### config.mk
export PLATFORM = sky130hd
export DESIGN_NAME = read_traffic_gen
export DESIGN_NICKNAME = d
export VERILOG_FILES = /design/src/rtl/cache_pkg.sv /design/src/rtl/read_traffic_gen.sv
export SDC_FILE = /design/constraint.sdc
export NUM_CORES = 1
export LEC_CHECK = 0
export BUFFER_PORTS_ARGS = -buffer_cell sky130_fd_sc_hd__buf_2
export CAP_MARGIN = 20
export CORE_MARGIN = 1
export CORE_UTILIZATION = 35
export DETAILED_ROUTE_END_ITERATION = 6
export GPL_TIMING_DRIVEN = 0
export PLACE_DENSITY = 0.58
export SLEW_MARGIN = 20
export SYNTH_ARGS = -nofsm -noshare
export SYNTH_HDL_FRONTEND = slang
export SYNTH_SLANG_ARGS = --single-unit
### constraint.sdc
create_clock -name cpu_intf -period 3.6 [get_ports cpu_intf]
set_input_delay 0.18 -clock cpu_intf [delete_from_list [all_inputs] [get_ports cpu_intf]]
set_output_delay 0.18 -clock cpu_intf [all_outputs]
set_load 0.05 [all_outputs]
### src/rtl/cache_pkg.sv
package cache_pkg;

    // Word address into the 4096-word backing memory
    typedef logic [11:0] addr_t;

    typedef logic [31:0] data_t;

    // 16 lines means a 4-bit index and an 8-bit tag
    localparam int LINES_DEFAULT = 16;

    // Generator reads fall in WINDOW_BASE .. WINDOW_BASE + 0xFF
    localparam addr_t WINDOW_BASE = 12'hA00;

    // Idle cycles between generator reads
    localparam int INTERVAL_DEFAULT = 10;

endpackage

### src/rtl/read_traffic_gen.sv
`timescale 1ns/10ps

module read_traffic_gen #(
    parameter int INTERVAL = cache_pkg::INTERVAL_DEFAULT
) (
    input  logic              cpu_intf,
    input  logic              rst_n,
    input  logic              gen_enable,
    input  logic              gen_ack,
    input  cache_pkg::data_t  gen_rdata,
    output logic              gen_req,
    output cache_pkg::addr_t  gen_addr,
    output logic [15:0]       gen_count,
    output cache_pkg::data_t  gen_sum
);

    import cache_pkg::*;

    localparam int CNT_W = $clog2(INTERVAL + 1);

    logic [CNT_W-1:0] interval_cnt;
    logic [7:0]       lfsr;
    logic             lfsr_fb;
    logic             idle;

    // Taps 8, 6, 5, 4
    assign lfsr_fb = lfsr[7] ^ lfsr[5] ^ lfsr[4] ^ lfsr[3];

    // Nothing outstanding on the generator port
    assign idle = !gen_req && !gen_ack;

    always_ff @(posedge cpu_intf) begin
        if (!rst_n) begin
            interval_cnt <= '0;
            lfsr         <= 8'h01;
            gen_req      <= 1'b0;
        end else begin
            if (idle && gen_enable) begin
                if (interval_cnt == CNT_W'(INTERVAL - 1)) begin
                    interval_cnt <= '0;
                    gen_req      <= 1'b1;
                    lfsr         <= {lfsr[6:0], lfsr_fb};
                end else begin
                    interval_cnt <= interval_cnt + 1'b1;
                end
            end else if (gen_req && gen_ack) begin
                gen_req <= 1'b0;
            end
        end
    end

    // Address uses the LFSR value before the advance
    always_ff @(posedge cpu_intf) begin
        if (idle && gen_enable && interval_cnt == CNT_W'(INTERVAL - 1)) begin
            gen_addr <= WINDOW_BASE + addr_t'(lfsr);
        end
    end

    // Running checksum of returned words
    always_ff @(posedge cpu_intf) begin
        if (!rst_n) begin
            gen_count <= '0;
            gen_sum   <= '0;
        end else if (gen_req && gen_ack) begin
            gen_count <= gen_count + 1'b1;
            gen_sum   <= gen_sum + gen_rdata;
        end
    end

endmodule

==> results.cfg <==
[sta]
fin_crit_sh = 0.823
fin_ws_ns = 0.638
clock-skew-final_ns = 0.00483
hold_viol = 0
final-max-slew-violation-count = 0
fin_crit_ns = 2.96
grt_setup_unrepaired = false
fin_tns_setup_ns = 0
fmax_ghz = 0.338
finalSetupViolations = 0
maxSlewHeadroom = 0.408
worst_slew_pin_slew_ns = 0.887

[route]
drc = 0
routed-via-count = 3929
drt_first_pass_iters = 5
ant_nets = 0
wl_per_cell_um = 13.8
wirelength_mm = 10.8
drt-initial-drc-count = 185
via_per_inst = 4.99

[clock_network]
clockBufferDepth = 2
postCtsHoldBufs = 0
cts_sinks = 69
cts.htree.levels = 3
cts_tree = done
clkTransAtPathRegs_ns = 0.06
worstSkewPairLatency_ns = 0.33
cts_resized = 0
postCtsSetupRepairBufs = 0
numCtsBuffers = 9
cts-root-buf = clkbuf_16

[worst_setup_path]
max_stage_delay_ns = 0.47
critPathTopFamily = compound AO/OA/AOI/OAI gates
crit_arrival_ns = 3.16
crit_fanout = 3
crit_buf_inv = 0
cp_slowest_cell = a211oi_1
path_cells = ha_1, fa_1, a21oi_1, o21ai_1, a211oi_1, o221a_2, o41a_1, o211ai_1, xnor2_1, o21ai_0
cp_data_required_time_ns = 3.80
cp-start-kind = flip-flop
crit_type = flip-flop to flip-flop
cp-end-kind = flip-flop

[grt]
grt_pass1_vias = 3783
grt_pass1_wl_mm = 17.9
gr-usage-met2 = 0.272
grt_overflow_total = 0
grtUsageTotal = 0.173
busiest_layer = met2
grt_max_degree = 18
grt_use_met1 = 0.237
met3_usage = 0.0260
antenna_found_initial = 0

[logic_synthesis]
postSynth.asyncResetShare = 0
yosys.area_share.simple = 0.209
netlist_instances = 509
yosys.area.top_type = dfxtp_1
synth_top_area_frac = 0.281
synthAdderAreaFrac = 0.0966
synth_edf_count = 8
synth_xor_area_frac = 0.0865
synth_area_leaders = dfxtp_1 28%, ha_1 9.2%, xnor2_1 5.8%, nand2_1 5.8%, edfxtp_1 5.5%
synth_top_family_by_area = simple AND/OR/NAND/NOR gates
ys.flop_type = dfxtp_1
synth.mux.area_fraction = 0.0184
synth_cell_type_count = 59
seq_area_frac_synth = 0.336
syn-cell-area_mm2 = 0.00435
syn_avg_cell_area_um2 = 8.55
ys_ff_latch = 69
synth_compound_area_frac = 0.202
yosysWarnings = 0

[cells_and_area]
antennaDiodeCount = 0
fin_area_mm2 = 0.00537
nFillCells = 1233
area_growth_pct = 23.3
multi_input_area_mm2 = 0.00268
drive_above_1_share = 0.210
register_area_mm2 = 0.00146
nNetsFinal = 683

[placed_design]
numPortBuffers = 92
hpwl_mm = 8.44
place_ws_ns = 0.703
placed_cell_area_mm2 = 0.00503
gp_congestion = 0.853

[floorplan]
num_io_pins = 97
fp.coreArea_mm2 = 0.0121
row_count = 40
initial_core_util = 0.361
die_x_um = 114
dieArea_mm2 = 0.0129
die_h_um = 114

[run]
drv_cap = 0

[worst_hold_path]
hp-class = primary input to flip-flop

[power]
power_density_mw_per_mm2 = 354
leakagePower_nw = 2.37
ir_drop_mv = 0.193

[outcome]
outcome = complete, no violations
## through the flow
stage	hold WS, ns	total power, mW	util	std cells
2_1_floorplan	0.398	0.887	-	511
3_3_place_gp	0.450	0.929	0.417	771
3_5_place_dp	0.455	0.930	0.417	771
4_1_cts	0.217	1.92	0.445	787
5_1_grt	0.251	1.97	0.445	787
6_report	0.220	1.90	0.445	787
## metal layers
layer / vias to the layer above / share of wire
met5: - / 0
met4: 0 / 0.023
met3: 19 / 0.049
met2: 122 / 0.45
met1: 1772 / 0.48
li1: 2016 / -
## layout make-up
cell class / count / share of cell area
Multi-Input combinational cell: 405 / 0.500
Sequential cell: 69 / 0.272
Timing Repair Buffer: 92 / 0.0858
Clock buffer: 11 / 0.0471
Tap cell: 168 / 0.0392
Buffer: 28 / 0.0340
Clock inverter: 5 / 0.0154
Inverter: 9 / 0.00630
## sequential cells by signal (all words and copies together), names as in the netlist
name,flops
interval_cnt,4
gen_req,1
gen_count,16
gen_sum,32
gen_addr,8
lfsr,8
## final timing paths
| kind | depth (start not counted) | slack, ns | end | start |
|---|---|---|---|---|
| worst max register to register | 10 | 0.64 | gen_sum[26] | gen_sum[0] |
| worst max-delay path | 10 | 0.64 | gen_sum[26] | gen_sum[0] |
| worst min-delay path | 3 | 0.22 | gen_req | gen_ack |
| worst min register to register | 0 | 0.47 | gen_addr[2] | lfsr[2] |
## power breakdown
group	internal (mW)	switching, mW
combinational	0.0549	0.0803
sequential	0.777	0.00147
clock	0.646	0.342
## worst min-delay path, delay by kind of cell
family                 cells  cell delay [ns]
buffers and inverters      1             0.11
AO/OA/AOI/OAI              1             0.15
AND/OR/NAND/NOR            1             0.05
## synth_stat cells, types with 2 or more instances
library cell     number
o21a_1                2
nand2_1              67
a211o_1               3
inv_1                 9
conb_1                2
o221a_2               2
o21ai_1               3
o21ai_0              41
xor2_1               14
a31oi_1               3
nand2b_1              6
and2_1               29
a21oi_1              39
clkbuf_1             15
clkdlybuf4s15_1       2
dfxtp_1              61
or3_1                 3
buf_6                 2
buf_4                 6
mux2i_1               8
xnor2_1              29
clkbuf_8              2
and3_1                4
nor2_1               13
edfxtp_1              8
a21o_1                9
a21boi_0             11
a211oi_1              3
nor2b_1              10
nor3_1                8
ha_1                 32
nand3_1              15
o211ai_1              6
o21bai_1              4
nand4_1              13
or4_1                 2
## cells in the final DEF (no fill, tap or decap), types with 6 or more instances in the layout
cell type,count
buf_2,92
mux2i_1,8
nor2_1,13
nor3_1,8
nand2_1,67
edfxtp_1,8
clkbuf_1,15
nor2b_1,10
nand3_1,15
xnor2_1,29
clkbuf_16,9
nand2b_1,6
dfxtp_1,61
nand4_1,13
xor2_1,14
and2_1,29
inv_1,9
ha_1,32
a21oi_1,39
o21ai_0,41
a21o_1,9
o211ai_1,6
a21boi_0,11
buf_4,6
## cell families after synthesis
logic type / after synthesis
simple gates: 177
compound gates: 140
flops: 69
xor+xnor: 43
buf+inv: 37
fa+ha+maj: 33
mux: 8
other cells: 2
(Power assumes the default switching activity.)
